### src/logic/isaPkg.sv
`default_nettype none

package isaPkg;

    localparam int regCount = 8;

    typedef logic [2:0] regIdx;

    // Opcode field in bits 15 to 11
    localparam logic [4:0] opNop   = 5'b00001;
    localparam logic [4:0] opJr    = 5'b00111;
    localparam logic [4:0] opAddi  = 5'b01000;
    localparam logic [4:0] opStore = 5'b10000;
    localparam logic [4:0] opLoad  = 5'b10001;
    localparam logic [4:0] opAlu   = 5'b11011;

    // Top three opcode bits of the jump and branch groups
    localparam logic [2:0] jumpPrefix   = 3'b001;
    localparam logic [2:0] branchPrefix = 3'b011;

    typedef struct packed {
        logic [4:0] opcode;
        regIdx      rs;
        regIdx      rt;
        regIdx      rd;
        logic [1:0] func;
    } rFormat;

    typedef struct packed {
        logic [4:0] opcode;
        regIdx      rs;
        regIdx      rd;
        logic [4:0] imm;
    } iFormat;

    // One instruction word seen through either format
    typedef union packed {
        rFormat r;
        iFormat i;
    } instrWord;

    typedef struct packed {
        logic        useRs;
        regIdx       rs;
        logic        useRt;
        regIdx       rt;
        logic        writesReg;
        regIdx       rd;
        logic [15:0] imm;
        logic        memEnable;
        logic        isNop;
        logic        ctrlFlow;
        instrWord    word;
    } decodedOp;

endpackage

`default_nettype wire
### src/logic/pipePkg.sv
`default_nettype none

package pipePkg;

    // Queue depth and the upstream's starting credit
    localparam int upCredits = 2;

    // Starting credit towards execute
    localparam int downCredits = 4;

    // Tracked stages ID, EX, MEM, WB
    localparam int trackDepth = 4;

    localparam int queueBits  = $clog2(upCredits + 1);
    localparam int creditBits = $clog2(downCredits + 1);

    typedef struct packed {
        logic          valid;
        logic          writesReg;
        isaPkg::regIdx rd;
        logic          memEnable;
        logic [15:0]   memAddr;
    } stageRecord;

    typedef struct packed {
        isaPkg::instrWord instr;
        logic [15:0]      memAddr;
        logic [15:0]      base;
    } issuePacket;

endpackage

`default_nettype wire

### src/logic/issueTop.sv
`default_nettype none
`timescale 1ns/1ps

module issueTop (
    input  logic                clk,
    input  logic                reset,
    input  logic                inValid,
    input  isaPkg::instrWord    inInstr,
    output logic                inCredit,
    output logic                outValid,
    output pipePkg::issuePacket outPacket,
    input  logic                outCredit,
    input  logic                wbEnable,
    input  isaPkg::regIdx       wbReg,
    input  logic [15:0]         wbData
);
    import isaPkg::*;

    instrWord    headInstr;
    decodedOp    headOp;
    logic [15:0] baseData;
    logic [15:0] memAddr;
    logic        stall;
    logic        shadowBubble;
    logic        issueFire;

    instrDecode decode (
        .word (headInstr),
        .op   (headOp)
    );

    // Base register for the address is always rs
    regFile regs (
        .clk      (clk),
        .reset    (reset),
        .readReg  (headOp.rs),
        .readData (baseData),
        .wbEnable (wbEnable),
        .wbReg    (wbReg),
        .wbData   (wbData)
    );

    hazardDetect hazard (
        .clk          (clk),
        .reset        (reset),
        .head         (headOp),
        .baseData     (baseData),
        .issueFire    (issueFire),
        .stall        (stall),
        .shadowBubble (shadowBubble),
        .memAddr      (memAddr)
    );

    issueStage issue (
        .clk          (clk),
        .reset        (reset),
        .inValid      (inValid),
        .inInstr      (inInstr),
        .inCredit     (inCredit),
        .headInstr    (headInstr),
        .headOp       (headOp),
        .stall        (stall),
        .shadowBubble (shadowBubble),
        .memAddr      (memAddr),
        .baseData     (baseData),
        .issueFire    (issueFire),
        .outValid     (outValid),
        .outPacket    (outPacket),
        .outCredit    (outCredit)
    );

endmodule

`default_nettype wire

### src/logic/issueStage.sv
`default_nettype none
`timescale 1ns/1ps

module issueStage (
    input  logic               clk,
    input  logic               reset,
    input  logic               inValid,
    input  isaPkg::instrWord   inInstr,
    output logic               inCredit,
    output isaPkg::instrWord   headInstr,
    input  isaPkg::decodedOp   headOp,
    input  logic               stall,
    input  logic               shadowBubble,
    input  logic [15:0]        memAddr,
    input  logic [15:0]        baseData,
    output logic               issueFire,
    output logic               outValid,
    output pipePkg::issuePacket outPacket,
    input  logic               outCredit
);
    import isaPkg::*;
    import pipePkg::*;

    instrWord queue [upCredits];
    logic [queueBits-1:0]  fillCount;
    logic [creditBits-1:0] creditCount;
    logic headValid;
    logic nopDrop;
    logic pop;
    logic writeSlot;

    assign headValid = fillCount != '0;
    assign headInstr = queue[0];

    assign issueFire = headValid && !headOp.isNop && !stall && !shadowBubble &&
                       (creditCount != '0);
    // NOPs leave the queue without using a downstream credit
    assign nopDrop = headValid && headOp.isNop && !shadowBubble;
    assign pop = issueFire || nopDrop;
    assign inCredit = pop;

    // Slot for an incoming word after any pop has shifted the queue
    assign writeSlot = fillCount == (pop ? queueBits'(2) : queueBits'(1));

    always_ff @(posedge clk) begin
        if (pop) begin
            queue[0] <= queue[1];
        end
        if (inValid) begin
            queue[writeSlot] <= inInstr;
        end
    end

    always_ff @(posedge clk) begin
        if (reset) begin
            fillCount   <= '0;
            creditCount <= creditBits'(downCredits);
        end else begin
            fillCount   <= fillCount + queueBits'(inValid) - queueBits'(pop);
            creditCount <= creditCount + creditBits'(outCredit) - creditBits'(issueFire);
        end
    end

    assign outValid = issueFire;
    assign outPacket.instr   = headInstr;
    assign outPacket.memAddr = memAddr;
    assign outPacket.base    = baseData;

    noPushWhenFull: assert property (
        @(posedge clk) disable iff (reset)
        inValid |-> (fillCount != queueBits'(upCredits))
    ) else $error("Push into a full queue");

    creditBound: assert property (
        @(posedge clk) disable iff (reset)
        creditCount <= creditBits'(downCredits)
    ) else $error("Downstream credit above its initial value");

endmodule

`default_nettype wire

### src/logic/hazardDetect.sv
`default_nettype none
`timescale 1ns/1ps

module hazardDetect (
    input  logic             clk,
    input  logic             reset,
    input  isaPkg::decodedOp head,
    input  logic [15:0]      baseData,
    input  logic             issueFire,
    output logic             stall,
    output logic             shadowBubble,
    output logic [15:0]      memAddr
);
    import pipePkg::*;

    // Slot 0 is ID, then EX, MEM and WB
    stageRecord shadow [trackDepth];
    stageRecord nextRecord;

    logic [trackDepth-1:0] regHit;
    logic [trackDepth-1:0] memHit;

    // Effective address of the head
    assign memAddr = baseData + head.imm;

    // Bubble record unless the head issues this cycle
    always_comb begin
        nextRecord = '0;
        if (issueFire) begin
            nextRecord.valid     = 1'b1;
            nextRecord.writesReg = head.writesReg;
            nextRecord.rd        = head.rd;
            nextRecord.memEnable = head.memEnable;
            nextRecord.memAddr   = memAddr;
        end
    end

    always_ff @(posedge clk) begin
        if (reset) begin
            for (int i = 0; i < trackDepth; i++) begin
                shadow[i] <= '0;
            end
        end else begin
            shadow[0] <= nextRecord;
            for (int i = 1; i < trackDepth; i++) begin
                shadow[i] <= shadow[i-1];
            end
        end
    end

    // Per-stage matching of sources and address
    always_comb begin
        for (int s = 0; s < trackDepth; s++) begin
            regHit[s] = shadow[s].valid && shadow[s].writesReg &&
                        ((head.useRs && (shadow[s].rd == head.rs)) ||
                         (head.useRt && (shadow[s].rd == head.rt)));
            memHit[s] = shadow[s].valid && shadow[s].memEnable && head.memEnable &&
                        (shadow[s].memAddr == memAddr);
        end
    end

    assign stall = (|regHit) || (|memHit);

    // One dead slot after a jump, jr or branch
    always_ff @(posedge clk) begin
        if (reset) begin
            shadowBubble <= 1'b0;
        end else begin
            shadowBubble <= issueFire && head.ctrlFlow;
        end
    end

    noIssueOnHazard: assert property (
        @(posedge clk) disable iff (reset)
        !(stall && issueFire)
    ) else $error("Issue while a hazard is open");

    bubbleAfterCtrlFlow: assert property (
        @(posedge clk) disable iff (reset)
        (issueFire && head.ctrlFlow) |=> !issueFire
    ) else $error("Issue in the slot after a control-flow op");

endmodule

`default_nettype wire

### src/logic/regFile.sv
`default_nettype none
`timescale 1ns/1ps

module regFile (
    input  logic          clk,
    input  logic          reset,
    input  isaPkg::regIdx readReg,
    output logic [15:0]   readData,
    input  logic          wbEnable,
    input  isaPkg::regIdx wbReg,
    input  logic [15:0]   wbData
);
    import isaPkg::*;

    logic [15:0] regs [regCount];

    always_ff @(posedge clk) begin
        if (reset) begin
            for (int i = 0; i < regCount; i++) begin
                regs[i] <= '0;
            end
        end else if (wbEnable) begin
            regs[wbReg] <= wbData;
        end
    end

    // Returns the stored value
    // A write in this cycle shows up from the next one
    assign readData = regs[readReg];

endmodule

`default_nettype wire

### src/logic/instrDecode.sv
`default_nettype none
`timescale 1ns/1ps

module instrDecode (
    input  isaPkg::instrWord word,
    output isaPkg::decodedOp op
);
    import isaPkg::*;

    always_comb begin
        op = '0;
        op.word = word;
        // rs sits at the same bits in both formats
        op.rs = word.i.rs;
        op.rt = word.r.rt;
        op.rd = word.i.rd;
        op.imm = {{11{word.i.imm[4]}}, word.i.imm};

        case (word.r.opcode) inside
            opNop: begin
                op.isNop = 1'b1;
            end
            opAlu: begin
                op.useRs = 1'b1;
                op.useRt = 1'b1;
                op.writesReg = 1'b1;
                op.rd = word.r.rd;
                op.imm = '0;
            end
            opAddi: begin
                op.useRs = 1'b1;
                op.writesReg = 1'b1;
            end
            opLoad: begin
                op.useRs = 1'b1;
                op.writesReg = 1'b1;
                op.memEnable = 1'b1;
            end
            opStore: begin
                // Store data sits in the rd field, on the rt bits
                op.useRs = 1'b1;
                op.useRt = 1'b1;
                op.memEnable = 1'b1;
            end
            opJr,
            [{jumpPrefix, 2'b00} : {jumpPrefix, 2'b10}],
            [{branchPrefix, 2'b00} : {branchPrefix, 2'b11}]: begin
                op.useRs = 1'b1;
                op.ctrlFlow = 1'b1;
            end
            default: begin
                // Unknown opcodes pass as plain ops with no effects
            end
        endcase
    end

    nopHasNoEffect: assert final (!op.isNop || (!op.writesReg && !op.memEnable))
        else $error("NOP decoded with a register or memory effect");

endmodule

`default_nettype wire

### config.mk
export PLATFORM = sky130hd
export DESIGN_NAME = issueTop
export DESIGN_NICKNAME = d
export VERILOG_FILES = /design/src/logic/isaPkg.sv /design/src/logic/pipePkg.sv /design/src/logic/issueTop.sv /design/src/logic/issueStage.sv /design/src/logic/hazardDetect.sv /design/src/logic/regFile.sv /design/src/logic/instrDecode.sv
export SDC_FILE = /design/constraint.sdc
export NUM_CORES = 1
export LEC_CHECK = 0
export BUFFER_PORTS_ARGS = -buffer_cell sky130_fd_sc_hd__buf_2
export CAP_MARGIN = 40
export CORE_MARGIN = 2
export CORE_UTILIZATION = 30
export DETAILED_ROUTE_END_ITERATION = 12
export SYNTH_ARGS = -nofsm -noshare
export SYNTH_HDL_FRONTEND = slang
export SYNTH_SLANG_ARGS = --single-unit
### constraint.sdc
create_clock -name clk -period 13.1 [get_ports clk]
set_clock_uncertainty 0.05 [all_clocks]
set_input_delay 0.655 -clock clk [delete_from_list [all_inputs] [get_ports clk]]
set_output_delay 0.655 -clock clk [all_outputs]
set_load 0.03 [all_outputs]
Yosys cells after proc, flatten, opt, wreduce, memory -nomap -nowiden
Memories as Yosys holds them, arrays and structs flattened.
Index checks and enable logic that the tools add are counted.
{"block": "classes", "addsub": 5, "n_lt_le_gt_ge": 4, "eq_ne": 19, "muxes": 46, "n_bitwise": 4, "reduce_logical": 52}
{"cell": "22-bit two-way mux", "count": 5}
{"cell": "16-bit == test", "count": 4}
{"cell": "19-bit two-way mux", "count": 2}
{"cell": "1-bit logical AND", "count": 37}
{"cell": "1-bit two-way mux", "count": 36}
{"cell": "3-bit == test", "count": 8}
{"cell": "16-bit adder", "count": 1}
{"cell": "16-bit two-way mux", "count": 1}
{"cell": "16-bit OR reduction", "count": 1}
{"cell": "5-bit == test (second input constant)", "count": 3}
{"cell": "4-bit OR reduction", "count": 2}
{"cell": "1-bit logical OR", "count": 6}
{"cell": "5-bit by 1-bit == test with 1-bit output (second input constant)", "count": 1}
{"cell": "5-bit by 3-bit == test with 1-bit output (second input constant)", "count": 1}
{"cell": "5-bit by 4-bit == test with 1-bit output (second input constant)", "count": 1}
{"cell": "5-bit by 3-bit >= comparator with 1-bit output (second input constant)", "count": 1}
{"cell": "5-bit by 4-bit >= comparator with 1-bit output (second input constant)", "count": 1}
{"cell": "5-bit by 3-bit <= comparator with 1-bit output (second input constant)", "count": 1}
{"cell": "5-bit by 4-bit <= comparator with 1-bit output (second input constant)", "count": 1}
{"cell": "1-bit OR", "count": 4}
{"cell": "3-bit by 1-bit adder with 3-bit output", "count": 1}
{"cell": "1-bit zero test", "count": 3}
{"cell": "3-bit two-way mux", "count": 1}
{"cell": "3-bit nonzero test", "count": 1}
{"cell": "7 further kinds", "count": 7}
{"block": "word_totals", "regBits": 6, "ram_bits": 248, "inputBits": 40, "output_inout_bits": 50, "word_cells": 136, "mem_count": 3}
{"name": "regs.regs", "depth": 8, "width": 16, "read_ports": 1, "rd_ports_with_merged_regs": 0, "write_ports": 8, "line_no": "regFile.sv:15", "rtl": "logic [15:0] regs [regCount];"}
{"name": "hazard.shadow", "depth": 4, "width": 22, "read_ports": 4, "rd_ports_with_merged_regs": 0, "write_ports": 4, "line_no": "hazardDetect.sv:17", "rtl": "stageRecord shadow [trackDepth];"}
{"name": "issue.queue", "depth": 2, "width": 16, "read_ports": 2, "rd_ports_with_merged_regs": 0, "write_ports": 2, "line_no": "issueStage.sv:24", "rtl": "instrWord queue [upCredits];"}

Logic depth before layout (Yosys ltp)
{"block": "depth", "ltp_word": 21, "mapped_depth": 24, "mapped_depth_nobuf": 23}

Hierarchy
From an unflattened synthesis, not the netlist that was laid out.
{"block": "unflattened", "cells_unflattened": 1038, "area_unflattened_um2": 12948.7}
{"mod": "regFile", "n_inst": 1, "cells_per_inst": 373, "area_each_um2": 5865.6, "seq_area_each_um2": 3843.7}
{"mod": "hazardDetect", "n_inst": 1, "cells_per_inst": 471, "area_each_um2": 4703.3, "seq_area_each_um2": 1781.7}
{"mod": "issueStage", "n_inst": 1, "cells_per_inst": 137, "area_each_um2": 1934.4, "seq_area_each_um2": 1061.0}
{"mod": "instrDecode", "n_inst": 1, "cells_per_inst": 57, "area_each_um2": 445.4, "seq_area_each_um2": 0.0}

Worst setup path before layout
No wires, ideal clock.
{"block": "synth_timing", "path_kind": "flip-flop to flip-flop", "from": "memory issue.queue[0][8] (netlist bit)", "to": "memory issue.queue[0][0] (netlist bit), enable pin", "setup_ps": 375, "arrival_ps": 7066, "required_time_ps": 12675, "path_slack_ps": 5609, "path_stages_with_launch": 25, "n_path_buf": 4, "period_less_slack_ps": 7491, "path_cell_list": "edfxtp_1 clkbuf_1 clkbuf_1 mux4_2 mux2_2 ha_1 fa_1 clkbuf_1 xor2_1 or4_1 a2111o_1 nor4_1 nand4_1 or4_1 or4_4 nand4_4 nand2_1 ha_1 inv_1 nand2_1 o21ai_0 a21oi_1 o311ai_4 buf_6 nand3_1"}
{"element": "start, declared", "line_no": "issueStage.sv:24"}

==> flow_summary.toml <==
[status]
status = "finished, final reports clean"

[worst_setup_path]
cp_slowest_cell = "mux4_2"
cpPeakStageDelay_ns = 0.60
cp.required_ns = 13.10
crit_path_start_kind = "register"
critPathKind = "register to register"
crit_arrival_ns = 7.39
crit_family = "simple AND/OR/NAND/NOR gates"
endpoint_kind = "register"
worstPathCellList = "buf_4, mux4_2, mux2_2, ha_1, fa_1, xor2_1, or4_1, a2111o_1, nor4_1, nand4_1, or4_1, or4_4, nand4_4, nand2_1, ha_1, inv_1, nand2_1, o21ai_0, a21oi_1, o311ai_4, buf_8, nand3_1"
crit_fanout = 36
path_buf_inv = 3

[sta]
rsz0062_at_grt = "false"
finalCritPeriodShare_pct = 56.4
setup_violations = 0
fmax_mhz = 135
totalNegativeSetupSlack_ns = 0
tightestPinTransition_ns = 0.836
fin_crit_ns = 7.39
relSlewSlack_pct = 43.7
drv_slew = 0
hold_violations = 0

[global_route]
grt_pass1_wl_um = 47600
grt_overflow = 0
grt_max_degree = 78
grt_use_total_pct = 14.0
grt_pass1_vias = 8006
antenna_found_initial = 3

[clock_tree]
cts-resized-gates = 0
post_cts_buffers = 0
cts_tree = "yes"
cts-root-buf = "clkbuf_16"
cts_sinks = 254
htreeDepth = 1
clk_pin_slew_worst_paths_ns = 0.06
numCtsBuffers = 28
clk_path_buf_depth = 3
clk_latency_ns = 0.56
ctsHoldBuffers = 0

[synthesis]
synth-edff-count = 160
syn_area_um2 = 12800
ys_ff_latch = 254
yosysWarnings = 0
ys_seq_area_share_pct = 52.2
syn_area_per_cell_um2 = 12.6
synth_top_family_by_area = "simple AND/OR/NAND/NOR gates"
synth_flop_cell = "edfxtp_1"
synth_compound_area_share_pct = 5.68
synth_fa_ha_area_share_pct = 2.36
syn_nets = 1084
async_flop_share_pct = 0
synth-xor-area-share_pct = 9.82
synthSimpleGateAreaFrac_pct = 17.9
synth.distinct_cells = 78
synth.area.mux_share_pct = 8.51
synth_cells = 1021

[layout]
fillers = 4124
seq_area_um2 = 6690
fin_nets = 1156
layout-drive-gt1-share_pct = 22.2
multi_input_area_um2 = 5690
area_delta_synth_final_pct = 14.5
final_common_cell = "edfxtp_1"
diodes = 0
final_cell_mix = "160 x edfxtp_1, 129 x and2_1, 94 x dfxtp_1"

[placement]
gp_congestion = 0.834
port-buffer-count = 89
dpl.hpwl_um = 20900

[detailed_routing]
wl_um = 31200
first_iter_violations = 537
wl_per_cell_um = 18.9
drc = 0
first_pass_iters = 5
ant_nets = 0
via_count = 7959
avgViaCountPerCell = 4.81

[die]
die-area_um2 = 44400
dieWidth_um = 211
rows = 75
ios = 90
core_area_um2 = 42000
die_h_um = 211
start_util_pct = 30.5

[job]
maxCapViolations = 0

[hold_path]
worstHoldPathType = "input pin to register"
-- flip-flops by register name, summed over array words and instances (netlist names) --
name,count
regs.regs,128
hazard.shadow,88
issue.queue,32
issue.creditCount,3
issue.fillCount,2
hazard.shadowBubble,1
-- cells by family (layout without fill, tap and decap cells) --
family	after synthesis	in the layout
AOI/OAI and AO/OA	95	95
xor gates and xnor gates	104	104
adders and majority gates	23	23
buffers and inverters	94	187
DFF	254	254
muxes	65	65
and+or+nand+nor	386	386
-- metal layers --
layer,vias to the layer above,GRT usage (%),wire length (um)
met5,-,0,33
met4,6,5.17,1160
met3,60,2.22,1380
met2,162,23.8,15100
met1,3936,18.1,13500
li1,3795,-,-
-- per-stage QoR --
step	area (um^2)	setup slack, ns	std cells	utilization, %	hold WS (ns)
after floorplan	12800	5.61	1021	-	0.367
after global placement	13700	5.37	1599	32.6	0.382
after detailed placement	13800	5.60	1602	32.7	0.378
after CTS	14700	5.60	1653	34.9	0.236
after global routing	14700	5.24	1653	34.9	0.244
final	14700	5.71	1653	34.9	0.261
-- cell usage after synthesis (4+ instances only) --
master | number | area [um^2]
mux4_2 | 32 | 721
buf_2 | 7 | 35.0
a21oi_1 | 27 | 135
xnor2_1 | 47 | 412
nor4_1 | 10 | 62.6
o21a_1 | 4 | 30.0
inv_1 | 30 | 113
o21ai_0 | 11 | 55.1
or2_2 | 15 | 93.8
nand3_1 | 15 | 75.1
and2_1 | 129 | 807
buf_1 | 5 | 18.8
or4_1 | 7 | 52.6
xor2_1 | 32 | 280
clkbuf_1 | 31 | 116
nor2_1 | 45 | 169
a211oi_1 | 4 | 30.0
nand2_1 | 26 | 97.6
nand4_1 | 16 | 100
dfxtp_1 | 94 | 1880
nor2b_1 | 73 | 457
nor3_1 | 12 | 60.1
a21o_1 | 5 | 37.5
o31ai_1 | 4 | 30.0
nand4b_1 | 4 | 35.0
mux2_2 | 32 | 360
nor3b_1 | 5 | 37.5
o41ai_1 | 4 | 35.0
edfxtp_1 | 160 | 4800
ha_1 | 21 | 263
buf_4 | 17 | 128
xnor3_1 | 22 | 495
-- cell type report --
type | instances | share of cell area (%)
flip-flops and latches | 254 | 45.6
inverters | 31 | 0.793
well taps | 539 | 4.60
clock inverters | 4 | 0.384
multi-input cells | 673 | 38.8
repair buffers | 105 | 4.04
clock buffers | 47 | 5.86
-- worst paths after layout --
check / startpoint / cells past startpoint / to / slack (ns)
worst min register to register: hazard.shadow[1][15] / 2 / hazard.shadow[2][15] / 0.38
worst max register to register: issue.queue[0][8] / 22 / issue.queue[0][9] / 5.71
worst max-delay path: issue.queue[0][8] / 22 / issue.queue[0][9] / 5.71
worst min-delay path: inInstr[15] / 1 / issue.queue[1][15] / 0.26
Power is not shown: default switching activity piles up to over one toggle a cycle in this logic, so the estimate is an artifact.
